<file path="config.mk">
export PLATFORM = sky130hd
export DESIGN_NAME = ctrlport_status_block
export DESIGN_NICKNAME = d
export VERILOG_FILES = /design/src/design/ctrlport_pkg.sv /design/src/design/ctrlport_status_block.sv /design/src/design/status_counters.sv /design/src/design/ctrlport_resp_merge.sv /design/src/design/ctrlport_reg_rw.sv /design/src/design/ctrlport_reg_ro.sv
export SDC_FILE = /design/constraint.sdc
export NUM_CORES = 1
export LEC_CHECK = 0
export ABC_CLOCK_PERIOD_IN_PS = 3700
export BUFFER_PORTS_ARGS = -buffer_cell sky130_fd_sc_hd__buf_2
export CAP_MARGIN = 10
export CORE_ASPECT_RATIO = 1.1
export CORE_MARGIN = 3
export CORE_UTILIZATION = 50
export CTS_CLUSTER_DIAMETER = 50
export DETAILED_ROUTE_END_ITERATION = 8
export PLACE_DENSITY_LB_ADDON = 0.12
export SETUP_SLACK_MARGIN = 0.1
export SLEW_MARGIN = 20
export SYNTH_ARGS = -nofsm -noshare
export SYNTH_HDL_FRONTEND = slang
export SYNTH_SLANG_ARGS = --single-unit
</file>
<file path="constraint.sdc">
create_clock -name ctrlport_clk -period 3.7 [get_ports ctrlport_clk]
set_clock_uncertainty 0.1 [all_clocks]
set_input_delay 1.11 -clock ctrlport_clk [delete_from_list [all_inputs] [get_ports ctrlport_clk]]
set_output_delay 1.11 -clock ctrlport_clk [all_outputs]
set_load 0.02 [all_outputs]
</file>
<file path="src/design/ctrlport_pkg.sv">
package ctrlport_pkg;

  // ----------------------------------------------------------------------
  // Bus types
  // ----------------------------------------------------------------------

  // One request beat, valid only in the cycle that rd or wr is high
  typedef struct packed {
    logic        wr;
    logic        rd;
    logic [19:0] addr;
    logic [31:0] data;
  } ctrlport_req_t;

  // One response beat, data is zero for writes and for errors
  typedef struct packed {
    logic        ack;
    logic [1:0]  status;
    logic [31:0] data;
  } ctrlport_resp_t;

  typedef enum logic [1:0] {
    status_okay     = 2'd0,
    status_addr_err = 2'd3
  } ctrlport_status_e;

  // ----------------------------------------------------------------------
  // Control word
  // ----------------------------------------------------------------------

  typedef struct packed {
    logic [29:0] reserved;
    logic        event_enable;
    logic        ts_enable;
  } ctrl_fields_t;

  // The control register keeps raw bus data, the counters decode it as fields
  typedef union packed {
    logic [31:0]  raw;
    ctrl_fields_t fields;
  } ctrl_word_u;

  // ----------------------------------------------------------------------
  // Address map
  // ----------------------------------------------------------------------

  localparam logic [19:0] addr_scratch     = 20'h00;
  localparam logic [19:0] addr_control     = 20'h04;
  localparam logic [19:0] addr_timestamp   = 20'h08;
  localparam logic [19:0] addr_ts_preset   = 20'h10;
  localparam logic [19:0] addr_event_count = 20'h18;

  // Register blocks that feed the response merger
  localparam int num_responders = 5;

  // Bytes of address space that a register of the given width occupies.
  // Always a power of two and never below one 32-bit word
  function automatic int region_bytes(input int width);
    return (width <= 32) ? 4 : (2 ** $clog2(width)) / 8;
  endfunction

endpackage
</file>
<file path="src/design/ctrlport_status_block.sv">
module ctrlport_status_block
  import ctrlport_pkg::*;
(
  input  logic           ctrlport_clk,
  input  logic           rst_n,
  input  ctrlport_req_t  s_req,
  output ctrlport_resp_t s_resp,
  input  logic           event_strobe
);

  // One reply slot per register block, ORed together by the merger
  ctrlport_resp_t [num_responders-1:0] resp_vec;

  logic [1:0]  ctrl_bits;
  ctrl_word_u  ctrl_word;
  logic [63:0] ts_preset;
  logic [63:0] timestamp;
  logic [39:0] event_count;

  // Only the two low control bits are stored, the rest read as zero
  assign ctrl_word.raw = {30'd0, ctrl_bits};

  // ----------------------------------------------------------------------
  // Read-write registers
  // ----------------------------------------------------------------------

  // General scratch word with no side effects
  ctrlport_reg_rw #(
    .ADDR        (addr_scratch),
    .WIDTH       (32),
    .RESET_VALUE (32'd0)
  ) i_scratch (
    .ctrlport_clk (ctrlport_clk),
    .rst_n        (rst_n),
    .s_req        (s_req),
    .s_resp       (resp_vec[0]),
    .value        ()
  );

  // Reset leaves both counters disabled
  ctrlport_reg_rw #(
    .ADDR        (addr_control),
    .WIDTH       (2),
    .RESET_VALUE (2'd0)
  ) i_control (
    .ctrlport_clk (ctrlport_clk),
    .rst_n        (rst_n),
    .s_req        (s_req),
    .s_resp       (resp_vec[1]),
    .value        (ctrl_bits)
  );

  // Spans 0x10 and 0x14
  ctrlport_reg_rw #(
    .ADDR        (addr_ts_preset),
    .WIDTH       (64),
    .RESET_VALUE (64'd0)
  ) i_ts_preset (
    .ctrlport_clk (ctrlport_clk),
    .rst_n        (rst_n),
    .s_req        (s_req),
    .s_resp       (resp_vec[2]),
    .value        (ts_preset)
  );

  // ----------------------------------------------------------------------
  // Read-only registers
  // ----------------------------------------------------------------------

  // Low word first, the high word then comes from the same snapshot
  ctrlport_reg_ro #(
    .ADDR     (addr_timestamp),
    .WIDTH    (64),
    .COHERENT (1'b1)
  ) i_timestamp (
    .ctrlport_clk (ctrlport_clk),
    .rst_n        (rst_n),
    .s_req        (s_req),
    .s_resp       (resp_vec[3]),
    .value        (timestamp)
  );

  ctrlport_reg_ro #(
    .ADDR     (addr_event_count),
    .WIDTH    (40),
    .COHERENT (1'b0)
  ) i_event_count (
    .ctrlport_clk (ctrlport_clk),
    .rst_n        (rst_n),
    .s_req        (s_req),
    .s_resp       (resp_vec[4]),
    .value        (event_count)
  );

  // ----------------------------------------------------------------------
  // Response merge and counters
  // ----------------------------------------------------------------------

  ctrlport_resp_merge #(
    .NUM_RESP (num_responders)
  ) i_resp_merge (
    .ctrlport_clk (ctrlport_clk),
    .rst_n        (rst_n),
    .s_req        (s_req),
    .resp_vec     (resp_vec),
    .s_resp       (s_resp)
  );

  status_counters i_counters (
    .ctrlport_clk (ctrlport_clk),
    .rst_n        (rst_n),
    .ctrl         (ctrl_word),
    .ts_preset    (ts_preset),
    .event_strobe (event_strobe),
    .timestamp    (timestamp),
    .event_count  (event_count)
  );

endmodule

</file>
<file path="src/design/status_counters.sv">
module status_counters
  import ctrlport_pkg::*;
(
  input  logic        ctrlport_clk,
  input  logic        rst_n,
  input  ctrl_word_u  ctrl,
  input  logic [63:0] ts_preset,
  input  logic        event_strobe,
  output logic [63:0] timestamp,
  output logic [39:0] event_count
);

  logic ts_enable;
  logic event_enable;

  // Decode the raw control word through its field view
  assign ts_enable    = ctrl.fields.ts_enable;
  assign event_enable = ctrl.fields.event_enable;

  // ----------------------------------------------------------------------
  // Timestamp
  // ----------------------------------------------------------------------

  // While disabled the timestamp tracks the preset every cycle, so the
  // first enabled cycle counts up from whatever preset was last written
  always_ff @(posedge ctrlport_clk or negedge rst_n) begin
    if (!rst_n) begin
      timestamp <= '0;
    end else if (!ts_enable) begin
      timestamp <= ts_preset;
    end else begin
      // Wraps to zero past full scale
      timestamp <= timestamp + 64'd1;
    end
  end

  // ----------------------------------------------------------------------
  // Event counter
  // ----------------------------------------------------------------------

  // Strobes are dropped, not deferred, while counting is off
  always_ff @(posedge ctrlport_clk or negedge rst_n) begin
    if (!rst_n) begin
      event_count <= '0;
    end else if (event_enable && event_strobe) begin
      event_count <= event_count + 40'd1;
    end
  end

endmodule

</file>
<file path="src/design/ctrlport_resp_merge.sv">
module ctrlport_resp_merge
  import ctrlport_pkg::*;
#(
  parameter int NUM_RESP = 2
) (
  input  logic                          ctrlport_clk,
  input  logic                          rst_n,
  input  ctrlport_req_t                 s_req,
  input  ctrlport_resp_t [NUM_RESP-1:0] resp_vec,
  output ctrlport_resp_t                s_resp
);

  logic                pending;
  logic [NUM_RESP-1:0] ack_vec;
  ctrlport_resp_t      merged;

  // Every strobe expects exactly one reply in the next cycle
  always_ff @(posedge ctrlport_clk or negedge rst_n) begin
    if (!rst_n) begin
      pending <= 1'b0;
    end else begin
      pending <= s_req.rd || s_req.wr;
    end
  end

  // ----------------------------------------------------------------------
  // Combine the replies
  // ----------------------------------------------------------------------

  // Idle blocks may hold stale data, so only acking replies are ORed in
  always_comb begin
    merged = '0;
    for (int i = 0; i < NUM_RESP; i++) begin
      ack_vec[i] = resp_vec[i].ack;
      if (resp_vec[i].ack) begin
        merged = merged | resp_vec[i];
      end
    end
  end

  // A request that no block claimed is answered here as an address error.
  // With no ack the merged word stays all zero and so carries zero data
  assign s_resp.ack    = pending;
  assign s_resp.status = (|ack_vec) ? merged.status : status_addr_err;
  assign s_resp.data   = merged.data;

  // The address map must not overlap
  a_single_ack : assert property (
    @(posedge ctrlport_clk) disable iff (!rst_n)
    $onehot0(ack_vec)
  );

  // No register block may answer a cycle that had no request before it
  a_ack_when_pending : assert property (
    @(posedge ctrlport_clk) disable iff (!rst_n)
    (|ack_vec) |-> pending
  );

endmodule

</file>
<file path="src/design/ctrlport_reg_rw.sv">
module ctrlport_reg_rw
  import ctrlport_pkg::*;
#(
  parameter logic [19:0]      ADDR        = '0,
  parameter int               WIDTH       = 32,
  parameter logic [WIDTH-1:0] RESET_VALUE = '0
) (
  input  logic             ctrlport_clk,
  input  logic             rst_n,
  input  ctrlport_req_t    s_req,
  output ctrlport_resp_t   s_resp,
  output logic [WIDTH-1:0] value
);

  // ----------------------------------------------------------------------
  // Region geometry
  // ----------------------------------------------------------------------

  localparam int NUM_BYTES   = region_bytes(WIDTH);
  localparam int NUM_WORDS   = NUM_BYTES / 4;
  localparam int BYTE_ADDR_W = $clog2(NUM_BYTES);
  localparam int WORD_ADDR_W = BYTE_ADDR_W - 2;
  localparam int IDX_W       = (WORD_ADDR_W > 0) ? WORD_ADDR_W : 1;

  if (WIDTH < 1) begin : gen_width_check
    $error("ctrlport_reg_rw: WIDTH must be at least 1");
  end

  if (ADDR[BYTE_ADDR_W-1:0] != '0) begin : gen_addr_check
    $error("ctrlport_reg_rw: ADDR must be aligned to the register region");
  end

  logic [NUM_WORDS-1:0][31:0] words;
  logic [NUM_WORDS-1:0][31:0] words_next;
  logic [IDX_W-1:0]           word_idx;
  logic                       hit;
  logic                       ack;
  logic [31:0]                data;

  assign words    = (NUM_WORDS * 32)'(value);
  assign word_idx = (WORD_ADDR_W > 0) ? s_req.addr[2 +: IDX_W] : '0;
  assign hit      = s_req.addr[19:BYTE_ADDR_W] == ADDR[19:BYTE_ADDR_W];

  // Replace only the addressed word, the others keep their contents
  always_comb begin
    words_next           = words;
    words_next[word_idx] = s_req.data;
  end

  // ----------------------------------------------------------------------
  // Storage and acknowledge
  // ----------------------------------------------------------------------

  always_ff @(posedge ctrlport_clk or negedge rst_n) begin
    if (!rst_n) begin
      ack   <= 1'b0;
      value <= RESET_VALUE;
    end else begin
      ack <= hit && (s_req.rd || s_req.wr);
      // The new value shows in the same cycle as the write ack.
      // Bits above WIDTH are cut off here
      if (hit && s_req.wr) begin
        value <= WIDTH'(words_next);
      end
    end
  end

  // Read data follows the stored value, zero-filled above WIDTH
  always_ff @(posedge ctrlport_clk) begin
    if (hit && s_req.rd) begin
      data <= words[word_idx];
    end else if (hit && s_req.wr) begin
      data <= '0;
    end
  end

  assign s_resp.ack    = ack;
  assign s_resp.status = status_okay;
  assign s_resp.data   = data;

endmodule

</file>
<file path="src/design/ctrlport_reg_ro.sv">
module ctrlport_reg_ro
  import ctrlport_pkg::*;
#(
  parameter logic [19:0] ADDR     = '0,
  parameter int          WIDTH    = 32,
  parameter bit          COHERENT = 1'b0
) (
  input  logic           ctrlport_clk,
  input  logic           rst_n,
  input  ctrlport_req_t  s_req,
  output ctrlport_resp_t s_resp,
  input  logic [WIDTH-1:0] value
);

  // ----------------------------------------------------------------------
  // Region geometry
  // ----------------------------------------------------------------------

  localparam int NUM_BYTES   = region_bytes(WIDTH);
  localparam int NUM_WORDS   = NUM_BYTES / 4;
  localparam int BYTE_ADDR_W = $clog2(NUM_BYTES);
  localparam int WORD_ADDR_W = BYTE_ADDR_W - 2;
  // Keep the word index at least one bit wide even for single-word registers
  localparam int IDX_W       = (WORD_ADDR_W > 0) ? WORD_ADDR_W : 1;

  if (WIDTH < 1) begin : gen_width_check
    $error("ctrlport_reg_ro: WIDTH must be at least 1");
  end

  if (ADDR[BYTE_ADDR_W-1:0] != '0) begin : gen_addr_check
    $error("ctrlport_reg_ro: ADDR must be aligned to the register region");
  end

  logic [NUM_WORDS-1:0][31:0] words;
  logic [IDX_W-1:0]           word_idx;
  logic                       rd_hit;
  logic                       ack;
  logic [31:0]                data;

  // Zero-fill the value up to a whole number of words
  assign words    = (NUM_WORDS * 32)'(value);
  assign word_idx = (WORD_ADDR_W > 0) ? s_req.addr[2 +: IDX_W] : '0;
  // Only the bits above the region size take part in the decode
  assign rd_hit   = s_req.rd && (s_req.addr[19:BYTE_ADDR_W] == ADDR[19:BYTE_ADDR_W]);

  always_ff @(posedge ctrlport_clk or negedge rst_n) begin
    if (!rst_n) begin
      ack <= 1'b0;
    end else begin
      ack <= rd_hit;
    end
  end

  // ----------------------------------------------------------------------
  // Read data
  // ----------------------------------------------------------------------

  if (COHERENT && (WIDTH > 32)) begin : gen_coherent
    // Snapshot of the whole value, taken when the lowest word is read
    logic [NUM_WORDS-1:0][31:0] cache;

    always_ff @(posedge ctrlport_clk) begin
      if (rd_hit) begin
        if (word_idx == '0) begin
          data  <= words[0];
          cache <= words;
        end else begin
          // Upper words come from the snapshot so a carry between reads is not seen
          data <= cache[word_idx];
        end
      end
    end
  end else begin : gen_direct
    // Every word is read live and on its own
    always_ff @(posedge ctrlport_clk) begin
      if (rd_hit) begin
        data <= words[word_idx];
      end
    end
  end

  // Read-only registers never fail a read they claim
  assign s_resp.ack    = ack;
  assign s_resp.status = status_okay;
  assign s_resp.data   = data;

  // An ack here must always trace back to a read strobe one cycle earlier
  a_ack_needs_read : assert property (
    @(posedge ctrlport_clk) disable iff (!rst_n)
    ack |-> $past(s_req.rd)
  );

endmodule

</file>
Word level (Yosys, flattened, before mapping). Cells that the tools add are included.

Add/sub/neg operators: 2. Magnitude comparators: 2. Equal/unequal tests: 4. Muxes and demuxes: 22. Bitwise gates (word level): 5. Reduce and logical (&&, ||, !) cells: 20.

Operators with widths (count): $mux W32 (12); $mux W34 (4); $or A34 B32 Y34 (3); $add A64 B1 Y64 const B (1); $bwmux W64 (1); $mux W64 (1); $add A40 B1 Y40 const B (1); $eq A17 B2 Y1 const B (2); $or A34 B2 Y34 (1); $demux W32 S1 (1); $eq A18 B1 Y1 const B (1); $logic_not A18 Y1 (1); $eq A17 B1 Y1 const B (1); $logic_and A1 B1 Y1 (13); $mux W2 (3); $reduce_bool A2 Y1 (3); $reduce_or A5 Y1 (1); $lt A1 B2 Y1 const B (1); $reduce_and A2 Y1 (1); $ge A1 B1 Y1 const B (1); $logic_or A1 B1 Y1 (1); $not A1 Y1 (1).

Bits in registers: 370. Input port bits: 57. Output and inout bits: 35. Logic and storage cells: 72.

Logic depth before layout (Yosys ltp). Gate-level depths: netlist of the first run.

Word-level depth: 10. Gate-level depth with buffers: 9. Mapped depth without buffers: 6.

Hierarchy. A second synthesis of the first run with hierarchy kept.

Cell total of the unflattened synthesis: 1397. Area, all modules: 17514.3 µm².

Modules (own cells, without submodules): status_counters (instances 1, cells each 616, area an instance 5585.4 µm², sequential area each 2602.5 µm²); ctrlport_reg_rw (i_ts_preset) (instances 1, cells each 258, area an instance 3961.3 µm², sequential area each 2587.5 µm²); ctrlport_reg_rw (i_scratch) (instances 1, cells each 149, area an instance 2627.5 µm², sequential area each 1786.7 µm²); ctrlport_reg_ro (i_timestamp) (instances 1, cells each 113, area an instance 2573.7 µm², sequential area each 1946.9 µm²); ctrlport_reg_ro (i_event_count) (instances 1, cells each 79, area an instance 1318.8 µm², sequential area each 985.9 µm²); ctrlport_resp_merge (instances 1, cells each 128, area an instance 927.1 µm², sequential area each 25.0 µm²); ctrlport_reg_rw (i_control) (instances 1, cells each 53, area an instance 516.7 µm², sequential area each 135.1 µm²); ctrlport_status_block (instances 1, cells each 1, area an instance 3.8 µm², sequential area each 0.0 µm²).

Worst setup path after synthesis of the first run. No wires, ideal clock.

Path kind: input to register. Start: input s_req[39] in the netlist's numbering. End: register i_timestamp.gen_coherent.cache[32] in the netlist's numbering (enable). Setup time: 0.461 ns. Data arrival time: 4.318 ns. Data required time: 3.139 ns. Setup slack: -1.179 ns. Cell stages on the path: 6. Buffers on the path: 1. Path through: nor4_1 -> nand4_1 -> nor2_1 -> clkbuf_1 -> nand2_1 -> nor3_1.

Longest elaborated chain between the ends: 3.

Ends and longest elaborated chain: from (decl) (RTL line ctrlport_status_block.sv:6) `input ctrlport_req_t s_req,`; $eq A17 B1 Y1 (RTL line ctrlport_reg_ro.sv:44) `assign rd_hit = s_req.rd && (s_req.addr[19:BYTE_ADDR_W] == ADDR[19:BYTE_ADDR_W]);`; $logic_and A1 B1 Y1 (RTL line ctrlport_reg_ro.sv:44); $reduce_and A2 Y1 (no line); to (signal assigned) (RTL line ctrlport_reg_ro.sv:66) `cache <= words;`; to (decl) (RTL line ctrlport_reg_ro.sv:60) `logic [NUM_WORDS-1:0][31:0] cache;`.

No other way between the ends. A chain may end at the register's enable or synchronous reset.

==> results.json, run 1 <==
{
  "synth_fp_nets": 1343,
  "crit_fanout": 19,
  "ys_ff_latch": 370,
  "hold_viol": 0,
  "root_buffer": "clkbuf_16",
  "insertion_delay_ns": 0.54,
  "start_kind": "flip-flop",
  "hpwl_um": 27000,
  "finalPower_mw": 8.51,
  "setup_viol": 0,
  "gr-total-overflow": 0,
  "drc": 0,
  "drive_gt1_frac": 0.237,
  "syn_inst": 1284,
  "grt_start_max_net_pins": 83,
  "syn_to_final_growth_pct": 15.2,
  "min_path_type": "flip-flop to flip-flop",
  "seq_area_frac_synth": 0.624,
  "cts_made_buffers": 41,
  "vias": 10700,
  "maxSlewHeadroom": 0.429,
  "grt_use_total": 0.239,
  "cts_resized": 0,
  "cts_tree": "done",
  "num_io_pins": 92,
  "dr.pass1.iters": 5,
  "drv_cap": 0,
  "diodes": 0,
  "synth-edff-count": 162,
  "grt_pass1_vias": 10600,
  "end_kind": "primary output",
  "drt-initial-drc-count": 859,
  "period_share": 0.927,
  "crit_type": "flip-flop to primary output",
  "crit_required_ns": 2.49,
  "final_cell_mix": "dfrtp_1 (207), edfxtp_1 (162), mux2_2 (136), nor2_1 (111), nand2_1 (93)",
  "yosysUniqueCellTypes": 39,
  "clk_pin_slew_ns": 0.06,
  "fin_area_um2": 18600,
  "io_buffers": 89,
  "gp_congestion": 0.854,
  "finalMaxSlewViolations": 0,
  "cts.sinks": 370,
  "via_per_inst": 5.83,
  "synth.cell_area_um2": 16100,
  "drtAntennaViolNets": 0,
  "p_per_area_nw_per_um2": 458,
  "fin_tns_setup_ns": 0,
  "grt_antenna_before_repair": 0,
  "clockBufferDepth": 3,
  "start_util": 0.511,
  "cts_hold_buf": 0,
  "synthFlopType": "dfrtp_1",
  "async_flop_share": 0.562,
  "row_count": 68,
  "r2r.worst_path.cells": 6,
  "fillers": 2578,
  "status": "complete, no violations",
  "p_leak_nw": 8.09,
  "critPathArrivalTime_ns": 2.22,
  "place_ws_ns": 0.336,
  "synth_area_per_cell_um2": 12.6,
  "hold_depth": 1,
  "yosys_warnings": 0,
  "finalCriticalPeriod_ns": 3.43,
  "die-area_um2": 34500,
  "htreeDepth": 2,
  "fin_util": 0.589,
  "fp.coreArea_um2": 31600,
  "final_common_cell": "dfrtp_1",
  "dieWidth_um": 177,
  "nets": 1441,
  "ir_drop_mv": 0.310,
  "placed_cell_area_um2": 17200,
  "setup_slack_ns": 0.271,
  "wirelength_um": 41100,
  "wl_per_cell_um": 22.4,
  "die_h_um": 194,
  "grt_first_pass_wirelength_um": 63100,
  "worstMarginPinSlew_ns": 0.857,
  "rsz0062_at_grt": "false",
  "postCtsSetupBuffers": 0,
  "clock.fmax_ghz": 0.292
}
==> per-stage QoR <==
| stage | cells | hold slack (ns) |
|---|---|---|
| 2_1_floorplan | 1284 | 0.340 |
| 6_report | 1834 | 0.375 |
| 4_1_cts | 1834 | 0.382 |
| 3_5_place_dp | 1759 | 0.366 |
| 5_1_grt | 1834 | 0.404 |
| 3_3_place_gp | 1759 | 0.360 |
==> sequential cells by signal (all words and copies together), names as in the netlist, 2 cells and up <==
signal                          flops
i_scratch.data                     32
i_counters.event_count             40
i_ts_preset.value                  64
i_scratch.value                    32
i_event_count.data                 32
i_counters.timestamp               64
i_control.value                     2
i_control.data                      2
i_timestamp.gen_coherent.cache     32
i_timestamp.data                   32
i_ts_preset.data                   32
==> power breakdown <==
part / total, mW / leakage [nW] / switching [mW] / internal [mW]
sequential: 4.26 / 4.56 / 0.000430 / 4.26
combinational: 0.158 / 2.87 / 0.111 / 0.0474
clock: 4.08 / 0.660 / 1.63 / 2.45
==> synthesized netlist by cell type, types with 30 or more instances <==
cell type | instances | share of area
a22oi_1 | 62 | 0.029
mux2i_1 | 33 | 0.020
nand2_1 | 94 | 0.022
mux2_2 | 136 | 0.095
dfrtp_1 | 208 | 0.32
a21oi_1 | 39 | 0.012
xnor2_1 | 47 | 0.026
clkbuf_1 | 60 | 0.014
and3_1 | 52 | 0.020
nand3_1 | 30 | 0.0093
nor2_1 | 114 | 0.027
edfxtp_1 | 162 | 0.30
xor2_1 | 31 | 0.017
==> worst max-delay path: stages, from the launching register on <==
cell and delay [ns]:
dfrtp_1 0.89, buf_4 0.35, a22oi_1 0.14, nand2_1 0.13, buf_2 0.17
==> cells by family (layout without fill, tap and decap cells) <==
kind of cell	after synthesis	in the layout	synth area share
simple gates	429	429	0.134
flops	370	370	0.624
mux	169	169	0.115
compound gates	155	155	0.0619
buf+inv	81	211	0.0203
xor+xnor	78	78	0.0424
fa+ha+maj	2	2	0.00155
==> routing by layer <==
metal	share of wire	global-route usage	wire length, um	vias to the layer above
met1	0.46	0.359	18800	5425
met2	0.47	0.374	19300	327
met5	0	0	0	-
met3	0.062	0.0412	2550	32
met4	0.010	0.0402	416	0
li1	-	-	-	4912
==> worst paths after layout <==
kind	endpoint	startpoint	slack (ns)
min in group asynchronous	i_counters.event_count[39]	rst_n	0.43
hold / removal	i_counters.event_count[39]	i_counters.event_count[39]	0.37
setup / recovery	s_resp[0]	i_timestamp.ack	0.27
hold reg to reg	i_counters.event_count[39]	i_counters.event_count[39]	0.37
max in group asynchronous	i_ts_preset.value[25]	rst_n	2.22
setup reg to reg	i_counters.timestamp[54]	i_counters.timestamp[0]	0.43
==> layout make-up <==
class	count	area, um^2	share of cell area
timing repair buffer	127	818	0.0440
tap	420	526	0.0283
sequential	370	10100	0.542
clock inverter	12	149	0.00801
multi-input combinational	833	5780	0.311
inverter	9	33.8	0.00182
clock buffer	63	1200	0.0646
Note: power is estimated with default switching activity, not from simulation.
==> inputs of run 2 (changes only) <==
--- a/config.mk
+++ b/config.mk
@@ -7,13 +7,13 @@
 export LEC_CHECK = 0
 export ABC_CLOCK_PERIOD_IN_PS = 3700
 export BUFFER_PORTS_ARGS = -buffer_cell sky130_fd_sc_hd__buf_2
-export CAP_MARGIN = 10
 export CORE_ASPECT_RATIO = 1.1
 export CORE_MARGIN = 3
 export CORE_UTILIZATION = 50
 export CTS_CLUSTER_DIAMETER = 50
 export DETAILED_ROUTE_END_ITERATION = 8
 export PLACE_DENSITY_LB_ADDON = 0.12
+export REMOVE_ABC_BUFFERS = 1
 export SETUP_SLACK_MARGIN = 0.1
 export SLEW_MARGIN = 20
 export SYNTH_ARGS = -nofsm -noshare
==> results.json, run 2 (synthesized netlist as in run 1, its figures left out) <==
{
  "dr.pass1.iters": 5,
  "fin_area_um2": 18700,
  "gr-total-overflow": 0,
  "grt_antenna_before_repair": 0,
  "drt-initial-drc-count": 691,
  "drtAntennaViolNets": 0,
  "row_count": 68,
  "via_per_inst": 5.79,
  "period_share": 0.889,
  "vias": 10600,
  "cp_cell_sequence": "buf_4 > a22oi_1 > nand2_1 > buf_2",
  "status": "complete, no violations",
  "fillers": 2551,
  "wl_per_cell_um": 21.8,
  "cts_made_buffers": 42,
  "grt_start_max_net_pins": 81,
  "placed_cell_area_um2": 17300,
  "diodes": 0,
  "fin_tns_setup_ns": 0,
  "gp_congestion": 0.838,
  "p_per_area_nw_per_um2": 457,
  "cts_hold_buf": 0,
  "syn_to_final_growth_pct": 15.7,
  "hpwl_um": 25900,
  "crit_required_ns": 2.49,
  "die_h_um": 194,
  "cts_tree": "done",
  "drc": 0,
  "postCtsSetupBuffers": 0,
  "nets": 1442,
  "multi_input_area_um2": 5780,
  "htreeDepth": 2,
  "finalPower_mw": 8.53,
  "wirelength_um": 40000,
  "critPathArrivalTime_ns": 2.08,
  "hold_viol": 0,
  "ir_drop_mv": 0.351,
  "cts.sinks": 370,
  "crit_type": "flip-flop to primary output",
  "seq_area_um2": 10100,
  "final_common_cell": "dfrtp_1",
  "start_util": 0.511,
  "worstMarginPinSlew_ns": 0.878,
  "whs_ns": 0.371,
  "grt_first_pass_wirelength_um": 63000,
  "end_kind": "primary output",
  "crit_path_max_incr_delay_ns": 0.57,
  "io_buffers": 89,
  "crit_path_top_delay_cell": "dfrtp_1",
  "insertion_delay_ns": 0.53,
  "drv_cap": 0,
  "clock.fmax_ghz": 0.304,
  "die-area_um2": 34500,
  "fp.coreArea_um2": 31600,
  "place_ws_ns": 0.376,
  "clockBufferDepth": 3,
  "setup_viol": 0,
  "start_kind": "flip-flop",
  "drive_gt1_frac": 0.238,
  "final_cell_mix": "dfrtp_1 (207), edfxtp_1 (162), mux2_2 (136), nor2_1 (111), nand2_1 (92)",
  "grt_use_total": 0.237,
  "maxSlewHeadroom": 0.409,
  "crit_fanout": 24,
  "dp.cells": 1759,
  "dieWidth_um": 177,
  "grt_pass1_vias": 10800,
  "finalCriticalPeriod_ns": 3.29,
  "final_cells": 1837,
  "fin_util": 0.591,
  "min_path_type": "flip-flop to flip-flop",
  "cts_resized": 0,
  "top_regs": "i_counters.timestamp: 64 flops, i_ts_preset.value: 64 flops, i_counters.event_count: 40 flops",
  "p_leak_nw": 8.11,
  "clk_pin_slew_ns": 0.07,
  "root_buffer": "clkbuf_16",
  "finalMaxSlewViolations": 0,
  "num_io_pins": 92,
  "setup_slack_ns": 0.411,
  "rsz0062_at_grt": "false"
}
==> run 2: cell count changes in the layout (fill, tap and decap cells not counted), sizes merged <==
cell,delta
clkbuf,+3
inv,-1
bufinv,-1
clkinvlp,+1
clkinv,+1
==> run 2: area by class of cell <==
class / instances / share of cell area
clock buffer: 66 / 0.0679
clock inverter: 12 / 0.00617
inverter: 9 / 0.00181
multi-input combinational: 833 / 0.310
sequential: 370 / 0.540
tap: 420 / 0.0282
timing repair buffer: 127 / 0.0465
==> run 2: power breakdown <==
part / leakage, nW / switching (mW) / internal, mW
sequential: 4.56 / 0.000408 / 4.26
clock: 0.673 / 1.62 / 2.50
combinational: 2.88 / 0.106 / 0.0469
==> run 2: per-layer routing <==
layer	track usage	wire length, um	vias to the layer above
met2	0.382	19400	265
met3	0.0381	2100	51
met5	0	0	-
met4	0.0538	712	0
met1	0.341	17900	5397
li1	-	-	4929
==> run 2: worst max-delay path: cells and delay by family (launching register included) <==
kind,cells,cell delay [ns]
buffers and inverters,2,0.60
flip-flops,1,0.57
AO/OA/AOI/OAI,1,0.24
AND/OR/NAND/NOR,1,0.14
==> run 2: path summary, 6_finish.rpt <==
kind | startpoint | endpoint | slack, ns | cells past startpoint
worst max-delay path | i_event_count.ack | s_resp[7] | 0.41 | 4
worst min-delay path | i_counters.event_count[39] | i_counters.event_count[39] | 0.37 | 1
worst max register to register | i_counters.timestamp[0] | i_counters.timestamp[54] | 0.54 | 6
worst min register to register | i_counters.event_count[39] | i_counters.event_count[39] | 0.37 | 1
max in group asynchronous | rst_n | i_scratch.value[13] | 2.23 | 2
min in group asynchronous | rst_n | i_resp_merge.pending | 0.46 | 1
